`config.mk`:
```
export PLATFORM = sky130hd
export DESIGN_NAME = inst_fetch_flat
export DESIGN_NICKNAME = d
export VERILOG_FILES = /design/src/rv_fetch_pkg.sv /design/src/fetch_req_if.sv /design/src/inst_fetch.sv /design/src/flat_wrapper.sv
export SDC_FILE = /design/constraint.sdc
export NUM_CORES = 1
export LEC_CHECK = 0
export ABC_AREA = 0
export CAP_MARGIN = 10
export CORE_MARGIN = 5
export CORE_UTILIZATION = 35
export DETAILED_ROUTE_END_ITERATION = 10
export DONT_BUFFER_PORTS = 1
export PLACE_DENSITY = 0.46
export SYNTH_ARGS = -nofsm -noshare
export SYNTH_HDL_FRONTEND = slang
export SYNTH_SLANG_ARGS = --single-unit
```
`constraint.sdc`:
```
create_clock -name clk -period 2.88 [get_ports clk]
set_input_delay 0.432 -clock clk [delete_from_list [all_inputs] [get_ports clk]]
set_output_delay 0.432 -clock clk [all_outputs]
set_load 0.01 [all_outputs]
```
`src/rv_fetch_pkg.sv`:
```
package rv_fetch_pkg;

  // ~~~~~~~~~~~~~~~~~~~~
  // Widths and memory map
  // ~~~~~~~~~~~~~~~~~~~~
  localparam int unsigned XLEN       = 32;
  localparam int unsigned ILEN       = 32;
  localparam int unsigned IMEM_WORDS = 256;
  localparam int unsigned IMEM_AW    = 8;

  localparam logic [XLEN-1:0] START_ADDR = 32'h0000_0000;
  // addi x0,x0,0
  localparam logic [ILEN-1:0] NOP_INST   = 32'h0000_0013;

  // ~~~~~~~~~~~~~~~~~~~~
  // Major opcodes, bits 6..0
  // ~~~~~~~~~~~~~~~~~~~~
  localparam logic [6:0] OPC_LUI    = 7'b0110111;
  localparam logic [6:0] OPC_AUIPC  = 7'b0010111;
  localparam logic [6:0] OPC_JAL    = 7'b1101111;
  localparam logic [6:0] OPC_JALR   = 7'b1100111;
  localparam logic [6:0] OPC_BRANCH = 7'b1100011;
  localparam logic [6:0] OPC_LOAD   = 7'b0000011;
  localparam logic [6:0] OPC_STORE  = 7'b0100011;
  localparam logic [6:0] OPC_ALUI   = 7'b0010011;
  localparam logic [6:0] OPC_ALU    = 7'b0110011;
  localparam logic [6:0] OPC_FENCE  = 7'b0001111;
  localparam logic [6:0] OPC_SYSTEM = 7'b1110011;

  typedef enum logic [3:0] {
    OP_LUI,
    OP_AUIPC,
    OP_JAL,
    OP_JALR,
    OP_BRANCH,
    OP_LOAD,
    OP_STORE,
    OP_ALUI,
    OP_ALU,
    OP_FENCE,
    OP_SYSTEM,
    OP_ILLEGAL
  } op_class_e;

endpackage

```
`src/fetch_req_if.sv`:
```
`timescale 1ns/1ps

interface fetch_req_if import rv_fetch_pkg::*; ();

  logic            read;
  logic [XLEN-1:0] addr;
  logic            kill;
  logic            hold;

  modport source (
    output read,
    output addr,
    output kill,
    output hold
  );

  modport mem (
    input read,
    input addr
  );

  modport pair (
    input read,
    input addr,
    input kill,
    input hold
  );

endinterface

```
`src/inst_fetch.sv`:
```
`timescale 1ns/1ps

module inst_fetch import rv_fetch_pkg::*; (
  input  logic            clk,
  input  logic            rstn,

  input  logic            stall_i,
  input  logic            flush_i,
  input  logic            branch_taken_i,
  input  logic [XLEN-1:0] branch_target_addr_i,
  input  logic [XLEN-1:0] new_pc_i,

  fetch_req_if.source     req
);

  logic [XLEN-1:0] pc_q;
  logic [XLEN-1:0] pc_n;

  // ~~~~~~~~~~~~~~~~~~~~
  // Fetch request
  // ~~~~~~~~~~~~~~~~~~~~

  // Branch target goes to the memory in the same cycle
  always_comb begin
    if (branch_taken_i) begin
      req.addr = branch_target_addr_i;
    end else begin
      req.addr = pc_q;
    end
  end

  // A taken branch still issues under stall, so the target is not lost
  assign req.read = ~flush_i & (~stall_i | branch_taken_i);
  assign req.kill = flush_i;
  assign req.hold = stall_i;

  // ~~~~~~~~~~~~~~~~~~~~
  // Next PC
  // ~~~~~~~~~~~~~~~~~~~~

  // Priority is flush, then branch, then stall
  always_comb begin
    if (flush_i) begin
      pc_n = new_pc_i;
    end else if (branch_taken_i) begin
      pc_n = branch_target_addr_i + XLEN'(4);
    end else if (stall_i) begin
      pc_n = pc_q;
    end else begin
      pc_n = pc_q + XLEN'(4);
    end
  end

  always_ff @(posedge clk, negedge rstn) begin
    if (!rstn) begin
      pc_q <= START_ADDR;
    end else begin
      pc_q <= pc_n;
    end
  end

endmodule

```
`src/flat_wrapper.sv`:
```
// flat-port wrapper written by rule: the top's interface ports become plain ports
module inst_fetch_flat import rv_fetch_pkg::*;
  (clk, rstn, stall_i, flush_i, branch_taken_i, branch_target_addr_i, new_pc_i, req_read, req_addr, req_kill, req_hold);
  fetch_req_if req_i ();
  input  logic clk;
  input  logic rstn;
  input  logic stall_i;
  input  logic flush_i;
  input  logic branch_taken_i;
  input  logic [XLEN-1:0] branch_target_addr_i;
  input  logic [XLEN-1:0] new_pc_i;
  output wire logic [$bits(req_i.read)-1:0] req_read;
  output wire logic [$bits(req_i.addr)-1:0] req_addr;
  output wire logic [$bits(req_i.kill)-1:0] req_kill;
  output wire logic [$bits(req_i.hold)-1:0] req_hold;
  assign req_read = req_i.read;
  assign req_addr = req_i.addr;
  assign req_kill = req_i.kill;
  assign req_hold = req_i.hold;
  inst_fetch u_core (.clk(clk), .rstn(rstn), .stall_i(stall_i), .flush_i(flush_i), .branch_taken_i(branch_taken_i), .branch_target_addr_i(branch_target_addr_i), .new_pc_i(new_pc_i), .req(req_i));
endmodule
```
==> impl_metrics.env <==
export IMPL_drt_iter0_drc=83
export IMPL_min_path_type="input port to flop"
export IMPL_die_w_um=96.0
export IMPL_clock_fmax_mhz=449
export IMPL_ctsRootBufferMaster="clkbuf_8"
export IMPL_crit_required_ps=3010
export IMPL_p_leak_nw=1.11
export IMPL_place_congestion=0.776
export IMPL_slew_headroom_pct=60.2
export IMPL_fin_tns_setup_ps=0
export IMPL_maxCapViolCount=0
export IMPL_p_sw_mw=0.382
export IMPL_largest_register_ff_count=32
export IMPL_synth_top_area_cell="dfrtp_1"
export IMPL_fin_nets=368
export IMPL_synth_area_leaders="dfrtp_1 (31%), mux2_2 (11%), xnor2_1 (6.4%), o21ai_0 (4.6%), nand2_1 (4.3%)"
export IMPL_yosys_warnings=0
export IMPL_finalSetupViolCount=0
export IMPL_finalPower_mw=1.21
export IMPL_p_clk_share_pct=30.0
export IMPL_synth_edf_count=0
export IMPL_intPower_mw=0.828
export IMPL_synth_seq_area_share_pct=30.9
export IMPL_yosys_top_cells_count="dfrtp_1 (32), nand2_1 (30), mux2_2 (26), o21ai_0 (24), a21oi_1 (22)"
export IMPL_wire_per_inst_um=20.0
export IMPL_drc=0
export IMPL_routed_wl_mm=7.98
export IMPL_grt_pass1_vias=2274
export IMPL_clock_latency_ps=280
export IMPL_rows=31
export IMPL_worst_slew_pin_slew_ps=595
export IMPL_fin_skew_ps=8.01
export IMPL_synth_distinct_cells=51
export IMPL_ant_nets=0
export IMPL_vias=2195
export IMPL_ios=104
export IMPL_io_buffers=0
export IMPL_hold_viol=0
export IMPL_grt_max_degree=63
export IMPL_sw_frac_of_total_pct=31.6
export IMPL_cts_sinks=32
export IMPL_drive_gt1_share_pct=15.1
export IMPL_cts_buffers=5
export IMPL_synth_main_ff_cell="dfrtp_1"
export IMPL_start_util_pct=35.9
export IMPL_area_growth_syn_to_layout_pct=6.95
export IMPL_grt_pass1_wl_mm=12.3
export IMPL_cts_tree="built"
export IMPL_p_per_area_mw_per_mm2=437
export IMPL_peakVddDrop_mv=0.185
export IMPL_syn_area_per_cell_um2=8.55
export IMPL_reg_largest_list="u_core.pc_q (32)"
export IMPL_criticalPathCategory="flop to flop"
export IMPL_diodes=0
export IMPL_synthArstFlopShare_pct=100
export IMPL_final_max_slew_viol_count=0
export IMPL_dieArea_mm2=0.00922
export IMPL_crit_fanout=7
export IMPL_post_synth_top_area_fraction_pct=30.9
export IMPL_htreeDepth=2
export IMPL_rsz0062_at_grt="false"
export IMPL_cts_resized=0
export IMPL_top_register="u_core.pc_q"
export IMPL_synthesis_area_mm2=0.00259
export IMPL_grt_overflow=0
export IMPL_fin_crit_ps=2230
export IMPL_synth_nets=373
export IMPL_arrival_ps=2360
export IMPL_cp_end_kind="flop"
export IMPL_coreArea_mm2=0.00721
export IMPL_status="finished clean"
export IMPL_pwr_share_comb_pct=25.8
export IMPL_drtPass1Iterations=4
export IMPL_dp_hpwl_mm=5.75
export IMPL_clk_path_buf_depth=2
export IMPL_crit_path_start_kind="flop"
export IMPL_min_period_over_period_pct=77.4
export IMPL_antenna_found_initial=0
export IMPL_syn_inst=303
export IMPL_post_drt_via_cell_ratio=5.52
export IMPL_grt_use_total_pct=17.8
export IMPL_p_seq_share_pct=44.1
export IMPL_chipHeight_um=96.0
export IMPL_yosysMostFrequentCell="dfrtp_1"
export IMPL_clk_pin_slew_ps=70
export IMPL_synth_seq_cells=32
==> worst max-delay path, cell delays in order (launching register included) <==
cell and delay, ps:
dfrtp_1 390, inv_1 50, o21ai_0 230, ha_1 240
and2_1 240, nand4_2 290, nor3b_1 310, xnor2_1 160
o221ai_1 160
==> timing repair <==
item                                   in CTS  in global routing
hold buffers                                2                  0
endpoints found under the hold margin      32                  0
setup buffers                               0                  0
==> through the flow <==
| stage | setup slack, ps | instances | hold slack (ps) | util (%) | cell area, µm² |
|---|---|---|---|---|---|
| final | 651 | 398 | 253 | 38.4 | 2770 |
| after global routing | 427 | 398 | 243 | 38.4 | 2770 |
| after CTS | 639 | 398 | 246 | 38.4 | 2770 |
| after detailed placement | 610 | 388 | 138 | 36.7 | 2650 |
| after global placement | 661 | 388 | 138 | 36.7 | 2650 |
| after floorplan | 99.6 | 303 | 136 | - | 2590 |
==> power by group through the flow <==
stage / sequential [mW] / clock, mW / combinational [mW]
floorplan: 0.531 / 0 / 0.270
global placement: 0.542 / 0 / 0.298
detailed placement: 0.542 / 0 / 0.302
CTS: 0.533 / 0.380 / 0.317
global route: 0.541 / 0.400 / 0.349
finish: 0.534 / 0.364 / 0.312
==> path summary, 6_finish.rpt <==
kind / start / to / slack (ps) / depth (start not counted)
max: u_core.pc_q[2]$_DFFE_PN0P_ / u_core.pc_q[22]$_DFFE_PN0P_ / 650 / 8
min: flush_i / u_core.pc_q[28]$_DFFE_PN0P_ / 250 / 1
max reg2reg: u_core.pc_q[2]$_DFFE_PN0P_ / u_core.pc_q[22]$_DFFE_PN0P_ / 650 / 8
min reg2reg: u_core.pc_q[23]$_DFFE_PN0P_ / u_core.pc_q[23]$_DFFE_PN0P_ / 580 / 2
max in group asynchronous: rstn / u_core.pc_q[19]$_DFFE_PN0P_ / 2090 / 2
min in group asynchronous: rstn / u_core.pc_q[11]$_DFFE_PN0P_ / 610 / 2
==> logic make-up (layout without fill, tap and decap cells) <==
group           count (synthesis)  count (layout)  synth area share (%)
buf+inv                        34              30                  6.33
mux                            37              37                  15.5
xor+xnor                       24              24                  8.11
compound gates                 70              70                  16.5
fa+ha+maj                       1               1                 0.483
flops                          32              32                  30.9
simple gates                  105             105                  22.2
==> layer usage <==
metal | global-route usage [%] | share of wire [%] | vias up
met3 | 6.49 | 7.8 | 7
met1 | 22.1 | 43 | 1052
met5 | 0 | 0 | -
li1 | - | - | 1076
met2 | 29.3 | 48 | 60
met4 | 4.15 | 1.3 | 0
==> cells in the final DEF (no fill, tap or decap), types with 6 or more instances in the layout <==
cell / instances
nand2_1: 30
mux2i_1: 11
dfrtp_1: 32
o21ai_0: 24
mux2_2: 26
inv_1: 14
nand3_1: 13
a21oi_1: 22
nor2_1: 10
and3_1: 9
clkbuf_8: 6
xnor2_1: 19
nor3_1: 10
buf_4: 6
nand3b_1: 6
==> layout make-up <==
class                   count  area (µm²)
clock buffers               8        90.1
fillers                   785        4440
inverters                  14        52.6
multi-input cells         237        1630
flip-flops and latches     32         801
well taps                  99         124
repair buffers              8        75.1
(Power assumes the default switching activity.)
