===== config.mk =====
export PLATFORM = sky130hd
export DESIGN_NAME = fetch_align_flat
export DESIGN_NICKNAME = d
export VERILOG_FILES = /design/src/rv_fetch_pkg.sv /design/src/fetch_req_if.sv /design/src/fetch_align.sv /design/src/flat_wrapper.sv
export SDC_FILE = /design/constraint.sdc
export NUM_CORES = 1
export LEC_CHECK = 0
export BUFFER_PORTS_ARGS = -buffer_cell sky130_fd_sc_hd__buf_2
export CAP_MARGIN = 20
export CORE_MARGIN = 2
export CORE_UTILIZATION = 38
export DETAILED_ROUTE_END_ITERATION = 12
export PLACE_DENSITY = 0.95
export SYNTH_ARGS = -nofsm -noshare
export SYNTH_HDL_FRONTEND = slang
export SYNTH_SLANG_ARGS = --single-unit

===== constraint.sdc =====
create_clock -name clk -period 1 [get_ports clk]
set_input_delay 0.2 -clock clk [delete_from_list [all_inputs] [get_ports clk]]
set_output_delay 0.2 -clock clk [all_outputs]
set_load 0.03 [all_outputs]

===== src/rv_fetch_pkg.sv =====
package rv_fetch_pkg;

  // ~~~~~~~~~~~~~~~~~~~~
  // Widths and memory map
  // ~~~~~~~~~~~~~~~~~~~~
  localparam int unsigned XLEN       = 32;
  localparam int unsigned ILEN       = 32;
  localparam int unsigned IMEM_WORDS = 256;
  localparam int unsigned IMEM_AW    = 8;

  localparam logic [XLEN-1:0] START_ADDR = 32'h0000_0000;
  // addi x0,x0,0
  localparam logic [ILEN-1:0] NOP_INST   = 32'h0000_0013;

  // ~~~~~~~~~~~~~~~~~~~~
  // Major opcodes, bits 6..0
  // ~~~~~~~~~~~~~~~~~~~~
  localparam logic [6:0] OPC_LUI    = 7'b0110111;
  localparam logic [6:0] OPC_AUIPC  = 7'b0010111;
  localparam logic [6:0] OPC_JAL    = 7'b1101111;
  localparam logic [6:0] OPC_JALR   = 7'b1100111;
  localparam logic [6:0] OPC_BRANCH = 7'b1100011;
  localparam logic [6:0] OPC_LOAD   = 7'b0000011;
  localparam logic [6:0] OPC_STORE  = 7'b0100011;
  localparam logic [6:0] OPC_ALUI   = 7'b0010011;
  localparam logic [6:0] OPC_ALU    = 7'b0110011;
  localparam logic [6:0] OPC_FENCE  = 7'b0001111;
  localparam logic [6:0] OPC_SYSTEM = 7'b1110011;

  typedef enum logic [3:0] {
    OP_LUI,
    OP_AUIPC,
    OP_JAL,
    OP_JALR,
    OP_BRANCH,
    OP_LOAD,
    OP_STORE,
    OP_ALUI,
    OP_ALU,
    OP_FENCE,
    OP_SYSTEM,
    OP_ILLEGAL
  } op_class_e;

endpackage


===== src/fetch_req_if.sv =====
`timescale 1ns/1ps

interface fetch_req_if import rv_fetch_pkg::*; ();

  logic            read;
  logic [XLEN-1:0] addr;
  logic            kill;
  logic            hold;

  modport source (
    output read,
    output addr,
    output kill,
    output hold
  );

  modport mem (
    input read,
    input addr
  );

  modport pair (
    input read,
    input addr,
    input kill,
    input hold
  );

endinterface


===== src/fetch_align.sv =====
`timescale 1ns/1ps

module fetch_align import rv_fetch_pkg::*; (
  input  logic            clk,
  input  logic            rstn,

  fetch_req_if.pair       req,
  input  logic [ILEN-1:0] rdata_i,
  input  logic            rvalid_i,
  input  logic            flush_i,

  output logic            if_valid_o,
  output logic [XLEN-1:0] if_pc_o,
  output logic [ILEN-1:0] if_inst_o,
  output op_class_e       if_op_o
);

  logic            pend_q;
  logic [XLEN-1:0] pc_q;

  // ~~~~~~~~~~~~~~~~~~~~
  // Address pairing
  // ~~~~~~~~~~~~~~~~~~~~

  // Item in flight, lined up with the memory's registered word
  always_ff @(posedge clk, negedge rstn) begin
    if (!rstn) begin
      pend_q <= 1'b0;
    end else begin
      pend_q <= req.read & ~req.kill;
    end
  end

  // PC stays frozen while the front end is held
  always_ff @(posedge clk) begin
    if (req.read || !req.hold) begin
      pc_q <= req.addr;
    end
  end

  // A flush in the delivery cycle drops the item
  assign if_valid_o = pend_q & rvalid_i & ~flush_i;
  assign if_pc_o    = pc_q;
  assign if_inst_o  = rdata_i;

  // ~~~~~~~~~~~~~~~~~~~~
  // Predecode
  // ~~~~~~~~~~~~~~~~~~~~

  always_comb begin
    case (rdata_i[6:0])
      OPC_LUI:    if_op_o = OP_LUI;
      OPC_AUIPC:  if_op_o = OP_AUIPC;
      OPC_JAL:    if_op_o = OP_JAL;
      OPC_JALR:   if_op_o = OP_JALR;
      OPC_BRANCH: if_op_o = OP_BRANCH;
      OPC_LOAD:   if_op_o = OP_LOAD;
      OPC_STORE:  if_op_o = OP_STORE;
      OPC_ALUI:   if_op_o = OP_ALUI;
      OPC_ALU:    if_op_o = OP_ALU;
      OPC_FENCE:  if_op_o = OP_FENCE;
      OPC_SYSTEM: if_op_o = OP_SYSTEM;
      default:    if_op_o = OP_ILLEGAL;
    endcase
  end

endmodule


===== src/flat_wrapper.sv =====
// flat-port wrapper written by rule: the top's interface ports become plain ports
module fetch_align_flat import rv_fetch_pkg::*;
  (clk, rstn, rdata_i, rvalid_i, flush_i, if_valid_o, if_pc_o, if_inst_o, if_op_o, req_read, req_addr, req_kill, req_hold);
  fetch_req_if req_i ();
  input  logic clk;
  input  logic rstn;
  input  logic [ILEN-1:0] rdata_i;
  input  logic rvalid_i;
  input  logic flush_i;
  output logic if_valid_o;
  output logic [XLEN-1:0] if_pc_o;
  output logic [ILEN-1:0] if_inst_o;
  output op_class_e if_op_o;
  input wire logic [$bits(req_i.read)-1:0] req_read;
  input wire logic [$bits(req_i.addr)-1:0] req_addr;
  input wire logic [$bits(req_i.kill)-1:0] req_kill;
  input wire logic [$bits(req_i.hold)-1:0] req_hold;
  assign req_i.read = req_read;
  assign req_i.addr = req_addr;
  assign req_i.kill = req_kill;
  assign req_i.hold = req_hold;
  fetch_align u_core (.clk(clk), .rstn(rstn), .req(req_i), .rdata_i(rdata_i), .rvalid_i(rvalid_i), .flush_i(flush_i), .if_valid_o(if_valid_o), .if_pc_o(if_pc_o), .if_inst_o(if_inst_o), .if_op_o(if_op_o));
endmodule

==> results of run 1 <==
==> final cells by class <==
cell class              count  area (µm²)
clock buffers               6        41.3
clock inverters             2        10.0
fillers                   234        1060
inverters                   2        15.0
multi-input cells          26         338
flip-flops and latches     33         986
well taps                  46        57.6
repair buffers            105         906
==> cell usage in the layout, fill, tap and decap left out, types with 2 or more instances in the layout <==
cell type,instances
buf_12,6
clkinv_2,2
buf_4,10
a21oi_4,3
clkbuf_4,5
nand2b_4,2
nor2_4,2
buf_2,47
buf_6,40
edfxtp_1,32
nand2_1,2
==> sequential cells by signal (all words and copies together) (netlist names) <==
signal and count:
u_core.pend_q 1, u_core.if_pc_o 32
==> kinds of logic (layout without fill, tap and decap cells) <==
family          after synthesis  after routing  synth area share [%]
flops                        33             33                  71.6
compound gates                9              9                  4.27
simple gates                 17             17                  6.09
buf+inv                      34            115                  18.0
==> final timing paths <==
path                       depth (start not counted)            end       start
max in group asynchronous                          2  u_core.pend_q        rstn
worst max-delay path                               6     if_op_o[1]  rdata_i[6]
min in group asynchronous                          2  u_core.pend_q        rstn
worst min-delay path                               2  u_core.pend_q    req_kill
==> critical path, delay by kind of cell <==
family / cells / cell delay, ns
buffers and inverters: 4 / 0.56
and+or+nand+nor: 1 / 0.19
AOI/OAI and AO/OA: 1 / 0.07
==> per-layer routing <==
layer  GRT usage, %  vias up  routed length (µm)
li1               -      461                   -
met1           15.8      470                1140
met2           36.2       79                2340
met3           7.92        9                 410
met4           9.57        0                 123
met5              0        -                   0
==> power by group through the flow <==
stage               combinational (mW)  clock [mW]  sequential (mW)
global route                     0.981       0.774             1.73
finish                           0.944       0.671             1.72
CTS                              0.897       0.708             1.72
detailed placement               0.658           0             1.72
floorplan                        0.308           0             1.97
global placement                 0.645           0             1.71
==> stage by stage <==
step	std cells	TNS [ns]
after floorplan	93	-0.118
after global placement	208	-0.858
after detailed placement	208	-0.981
after CTS	219	-3.82
after global routing	220	-4.78
final	220	-3.00
==> what timing repair did <==
action                                  CTS  global route
gates resized for setup                 119            12
hold endpoints to repair                  1             0
setup buffers                             2             1
pin swaps                                12            10
hold buffers                              1             0
endpoints found under the setup margin   37            37
cloned                                    0             0
==> flow_metrics.tcl, run 1 <==
set metrics [dict create \
    status "complete, but fails checks" \
    violations "setup timing" \
    synth-seq-area-share_pct 71.6 \
    drv_slew 0 \
    vdd_drop_max_mv 0.876 \
    fin_crit_sh_pct 122 \
    cts_made_buffers 5 \
    crit_path_start_kind "primary input" \
    n_antenna_cell 0 \
    worstPathCellList "buf_12 -> buf_4 -> nor3_2 -> buf_4 -> o21bai_4 -> buf_6" \
    vias_per_cell 4.63 \
    ys.warnings.count 0 \
    min_path_type "in2reg" \
    drc 0 \
    root_buffer "clkbuf_4" \
    fmax_mhz 822 \
    tightest_slew_ns 0.275 \
    core-area_um2 3420 \
    syn2layout_area_growth_pct 71.0 \
    synth-seq-cells 33 \
    hpwl_um 2610 \
    syn_area_per_cell_um2 14.8 \
    synth_ff_type "edfxtp_1" \
    dr.pass1.iters 3 \
    grt_first_pass_wirelength_um 5570 \
    arrival_ns 1.02 \
    grt_usage_pct 18.7 \
    antenna_found_initial 0 \
    critPathMaxFanout 6 \
    power_frac_comb_pct 28.3 \
    clock_sinks 33 \
    portBuffers 89 \
    postLayoutCoreUtil_pct 68.9 \
    setup_violations 37 \
    critPathSlowestCell "nor3_2" \
    grt_pass1_vias 1073 \
    endpoint_kind "primary output" \
    synth_common_cells "buf_4 (32), edfxtp_1 (32), nor2_1 (4)" \
    num_vias 1019 \
    ant_nets 0 \
    sw_frac_of_total_pct 29.3 \
    synth_edf_count 32 \
    seqPwrFrac_pct 51.5 \
    synth_cells 93 \
    cts.htree.levels 2 \
    cts_max_path_buffers 2 \
    rsz0062_at_grt "true" \
    powerDensity_nw_per_um2 1420 \
    synth.distinct_cells 19 \
    start_util_pct 40.3 \
    final_hold_viol_count 0 \
    overflow 0 \
    path_class "in2out" \
    synthTopCellsByArea "edfxtp_1 (70%), buf_4 (17%), dfrtp_1 (1.8%)" \
    finalInstanceArea_um2 2350 \
    cts.reportedPaths.clkPinSlew_ns 0.09 \
    pre_cts_ws_ns -0.317 \
    nNetsFinal 244 \
    async_flop_share_pct 3.03 \
    fin_worst_hold_slack_ns 0.0187 \
    tritoncts "yes" \
    die_w_um 64.2 \
    rows 21 \
    slowest_delay_ns 0.19 \
    p_clk_share_pct 20.1 \
    grt_max_degree 21 \
    worst_slack_ns -0.217 \
    die_h_um 64.2 \
    leakagePower_nw 1.01 \
    synth_nets 164 \
    intPower_mw 2.36 \
    ioPinCount 140 \
    p_sw_mw 0.975 \
    drive_gt1_share_pct 77.0 \
    gp_congestion 0.707 \
    cap_violations 0 \
    drt_wl_total_um 4010 \
    wire_per_inst_um 18.2 \
    placed_area_um2 1790 \
    initialDrtViolationCount 27 \
    synthesis.area_um2 1380 \
    worst_path_most_repeated_cell "buf_4" \
    dieArea_um2 4120 \
    power_mw 3.33 \
    period_needed_ns 1.22 \
    yosysTopAreaCell "edfxtp_1" \
    required_ns 0.80 \
    yosys.area.top_type_share_pct 69.8 \
    maxSlewHeadroom_pct 81.6 \
]
Power figures use the tool's default switching activity.
==> inputs of run 2 (changes only) <==
--- a/config.mk
+++ b/config.mk
@@ -11,4 +11,5 @@
 export CORE_UTILIZATION = 38
 export DETAILED_ROUTE_END_ITERATION = 12
+export HOLD_SLACK_MARGIN = 0.03
 export PLACE_DENSITY = 0.95
 export SYNTH_ARGS = -nofsm -noshare
==> constraint.sdc (replaced) <==
create_clock -name clk -period 1 [get_ports clk]
set_input_delay 0.2 -clock clk [delete_from_list [all_inputs] [get_ports clk]]
set_output_delay 0.2 -clock clk [all_outputs]
set_load 0.005 [all_outputs]
==> run 2 against run 1 <==
- the flow still finishes with violations (setup timing)
- sequential share of layout area grew 1.6 points
- maximum frequency fell by 3.9%
- sequential cell count unchanged
- global-route usage fell by 3.0 points
- critical endpoint is now if_op_o[2]
- largest cell class unchanged
==> flow_metrics.tcl, run 2 (synthesized netlist as in run 1, its figures left out) <==
set metrics [dict create \
    setup_violations 34 \
    fin_crit_sh_pct 127 \
    layout_common_cells "buf_2 (84), edfxtp_1 (32), dlygate4sd3_1 (28)" \
    n_antenna_cell 0 \
    min_path_type "in2reg" \
    drc 0 \
    ioPinCount 140 \
    grt_usage_pct 15.7 \
    path_class "in2out" \
    critPathMaxFanout 6 \
    tightest_slew_ns 0.360 \
    die_w_um 64.2 \
    largest_reg_flops 32 \
    die_h_um 64.2 \
    critPathSlowestCell "nor4_1" \
    worst_slack_ns -0.267 \
    initialDrtViolationCount 22 \
    syn2layout_area_growth_pct 64.7 \
    ant_nets 0 \
    core-area_um2 3420 \
    vdd_drop_max_mv 0.896 \
    maxSlewHeadroom_pct 75.8 \
    grt_first_pass_wirelength_um 4770 \
    cts.reportedPaths.clkPinSlew_ns 0.09 \
    status "complete, but fails checks" \
    cts.htree.levels 2 \
    cts_max_path_buffers 2 \
    fmax_mhz 789 \
    rsz0062_at_grt "true" \
    start_util_pct 40.3 \
    power_mw 2.91 \
    rows 21 \
    pre_cts_ws_ns -0.206 \
    portBuffers 89 \
    worstPathCellList "buf_12 -> nor2_1 -> a21oi_1 -> nor4_1 -> buf_2" \
    grt_max_degree 17 \
    cap_violations 0 \
    gp_congestion 0.621 \
    cp_num_buf_inv 2 \
    violations "setup timing" \
    overflow 0 \
    clock_sinks 33 \
    period_needed_ns 1.27 \
    tritoncts "yes" \
    drt_wl_total_um 3920 \
    arrival_ns 1.07 \
    crit_path_start_kind "primary input" \
    drv_slew 0 \
    vias_per_cell 4.58 \
    slowest_delay_ns 0.28 \
    antenna_found_initial 0 \
    dr.pass1.iters 4 \
    hpwl_um 2390 \
    endpoint_kind "primary output" \
    dieArea_um2 4120 \
    crit_family "simple AND/OR/NAND/NOR gates" \
    num_vias 1127 \
    leakagePower_nw 1.01 \
    postLayoutCoreUtil_pct 66.4 \
    wire_per_inst_um 15.9 \
    drive_gt1_share_pct 60.5 \
    nNetsFinal 270 \
    cts_made_buffers 5 \
    required_ns 0.80 \
    powerDensity_nw_per_um2 1280 \
    mostFrequentLayoutCell "buf_2" \
    grt_pass1_vias 1046 \
    root_buffer "clkbuf_4" \
    final_hold_viol_count 0 \
]
run 2: report_power, final:
group / switching [mW] / internal (mW) / leakage, nW
Sequential: 0.0283 / 1.65 / 0.339
Combinational: 0.227 / 0.328 / 0.643
Clock: 0.405 / 0.268 / 0.0320
run 2: stage by stage:
| step | cells | setup TNS, ns | hold WS (ns) | cell area (µm²) |
|---|---|---|---|---|
| after detailed placement | 207 | -0.612 | -0.0186 | 1750 |
| after CTS | 224 | -2.00 | 0.0302 | 1950 |
| final | 246 | -1.47 | 0.0598 | 2270 |
| after global routing | 246 | -3.88 | 0.0204 | 2270 |
| after global placement | 207 | -0.455 | -0.0242 | 1750 |
| after floorplan | 93 | 0 | -0.0956 | 1380 |
run 2: timing repair:
action,CTS,global route
hold buffers,7,21
pin swaps,9,7
endpoints found under the setup margin,37,37
gates resized for setup,17,25
endpoints found under the hold margin,7,21
buffers inserted,2,1
run 2: metal layers:
layer	global-route usage [%]	wire length (µm)
met3	7.92	385
met1	12.9	1190
met4	7.18	57
met2	30.1	2290
met5	0	0
run 2: worst paths after layout:
kind | from | endpoint | cells past startpoint
worst max-delay path | rdata_i[6] | if_op_o[2] | 5
max in group asynchronous | rstn | u_core.pend_q | 2
min in group asynchronous | rstn | u_core.pend_q | 2
worst min-delay path | req_addr[29] | u_core.if_pc_o[29] | 1
run 2: cell type report:
cell class	count	area, µm²
inverter	2	25.0
timing repair buffer	131	923
clock buffer	6	41.3
sequential	33	986
tap	46	57.6
clock inverter	2	10.0
fill	260	1150
multi-input combinational	26	224
==> inputs of run 3 (changes only) <==
clock period = 1.48 ns   (was 1 ns; I/O delays follow)
==> run 3 against run 2 <==
- the flow now finishes without violations
- largest power group unchanged
- power is 38% lower
- via count is 15% lower
- non-clock buffer count is 40 lower
- cell count is 16% lower
- count of clock-buffer cells in the layout stayed put
- sequential cell count stayed put
- worst setup slack better by 0.33 ns
- first-iteration DRC count is 23% lower
- wire length is 26% lower
==> flow_metrics.tcl, run 3 (synthesized netlist as in run 1, its figures left out) <==
set metrics [dict create \
    cap_violations 0 \
    ant_nets 0 \
    setup_tns_ns 0 \
    start_util_pct 40.3 \
    root_buffer "clkbuf_4" \
    critPathSlowestCell "a31oi_1" \
    dr.pass1.iters 4 \
    slowest_delay_ns 0.22 \
    initialDrtViolationCount 17 \
    endpoint_kind "primary output" \
    grt_pass1_vias 919 \
    path_class "in2out" \
    powerDensity_nw_per_um2 1060 \
    status "completed" \
    required_ns 1.18 \
    dieArea_um2 4120 \
    cts_max_path_buffers 2 \
    drive_gt1_share_pct 61.3 \
    hpwl_um 2280 \
    setup_violations 0 \
    grt_max_degree 33 \
    die_h_um 64.2 \
    syn2layout_area_growth_pct 24.3 \
    hold_start "req_kill" \
    tightest_slew_ns 0.396 \
    drc 0 \
    crit_path_start_kind "primary input" \
    wire_per_inst_um 14.1 \
    placed_area_um2 1650 \
    cp_num_buf_inv 2 \
    drt_wl_total_um 2900 \
    overflow 0 \
    cts_post_setup_buffers_inserted 0 \
    period_needed_ns 1.42 \
    rows 21 \
    grt_first_pass_wirelength_um 4070 \
    largest_reg_flops 32 \
    die_w_um 64.2 \
    clock_sinks 33 \
    fin_crit_sh_pct 95.9 \
    nNetsFinal 230 \
    crit_family "compound AO/OA/AOI/OAI gates" \
    portBuffers 89 \
    num_vias 954 \
    antenna_found_initial 0 \
    rsz0062_at_grt "false" \
    critPathMaxFanout 9 \
    n_antenna_cell 0 \
    layout_common_cells "buf_2 (89), edfxtp_1 (32), clkbuf_4 (5)" \
    fmax_mhz 705 \
    crit_path_end "if_op_o[3]" \
    tritoncts "yes" \
    gp_congestion 0.634 \
    vdd_drop_max_mv 0.589 \
    cts.htree.levels 2 \
    finalInstanceArea_um2 1710 \
    cp_num_cells 6 \
    grt_usage_pct 13.8 \
    worst_path_most_repeated_cell "buf_2" \
    cts_made_buffers 5 \
    power_mw 1.81 \
    mostFrequentLayoutCell "buf_2" \
    drv_slew 0 \
    final_hold_viol_count 0 \
    min_path_type "in2reg" \
    arrival_ns 1.12 \
    core-area_um2 3420 \
    cts.reportedPaths.clkPinSlew_ns 0.10 \
    crit_path_start "rdata_i[2]" \
    ioPinCount 140 \
    vias_per_cell 4.63 \
    leakagePower_nw 0.783 \
    worstPathCellList "buf_2 -> nand2b_1 -> a31oi_1 -> o32ai_1 -> nand3_1 -> buf_2" \
    maxSlewHeadroom_pct 73.6 \
]
==> run 3: cell count changes in the layout (fill, tap and decap cells not counted), sizes merged <==
cell         change
buf             -13
clkinv           -1
inv              +1
dlygate4sd3     -27
==> run 3: worst min-delay path by stage <==
stage | cells after the start | endpoint | slack (ns)
floorplan | 0 | u_core.pend_q | 0.0004
global route | 2 | u_core.pend_q | 0.1
CTS | 2 | u_core.pend_q | 0.09
detailed placement | 1 | u_core.pend_q | 0.07
global placement | 1 | u_core.pend_q | 0.07
finish | 2 | u_core.pend_q | 0.11
==> run 3: stage by stage <==
step	setup WS, ns	instances	util [%]	hold WS (ns)
after floorplan	0.337	93	-	0.000409
after CTS	0.0847	206	50.1	0.0868
final	0.0607	206	50.1	0.111
after detailed placement	0.0847	197	48.3	0.0718
after global routing	0.00887	206	50.1	0.0975
after global placement	0.121	197	48.3	0.0713
==> run 3: metal layers <==
layer / global-route usage (%) / vias to the layer above / wire [µm]
met5: 0 / - / 0
met4: 7.45 / 0 / 65
met3: 9.15 / 8 / 453
met2: 23.6 / 94 / 1450
met1: 12.2 / 421 / 928
li1: - / 431 / -
==> run 3: what timing repair did <==
action	in CTS	in global routing
hold buffers	1	0
setup endpoints to repair	0	1
endpoints found under the hold margin	1	0
gates resized for setup	0	1
==> run 3: power breakdown <==
part / switching [mW] / internal, mW / total [mW]
Combinational: 0.105 / 0.116 / 0.221
Sequential: 0.0199 / 1.12 / 1.14
Clock: 0.274 / 0.181 / 0.455
Total: 0.399 / 1.41 / 1.81
==> run 3: cell type report <==
type	count	area, µm²
Clock buffer	6	41.3
Clock inverter	2	10.0
Sequential cell	33	986
Tap cell	46	57.6
Inverter	2	7.51
Fill cell	314	1710
Timing Repair Buffer	91	463
Multi-Input combinational cell	26	145
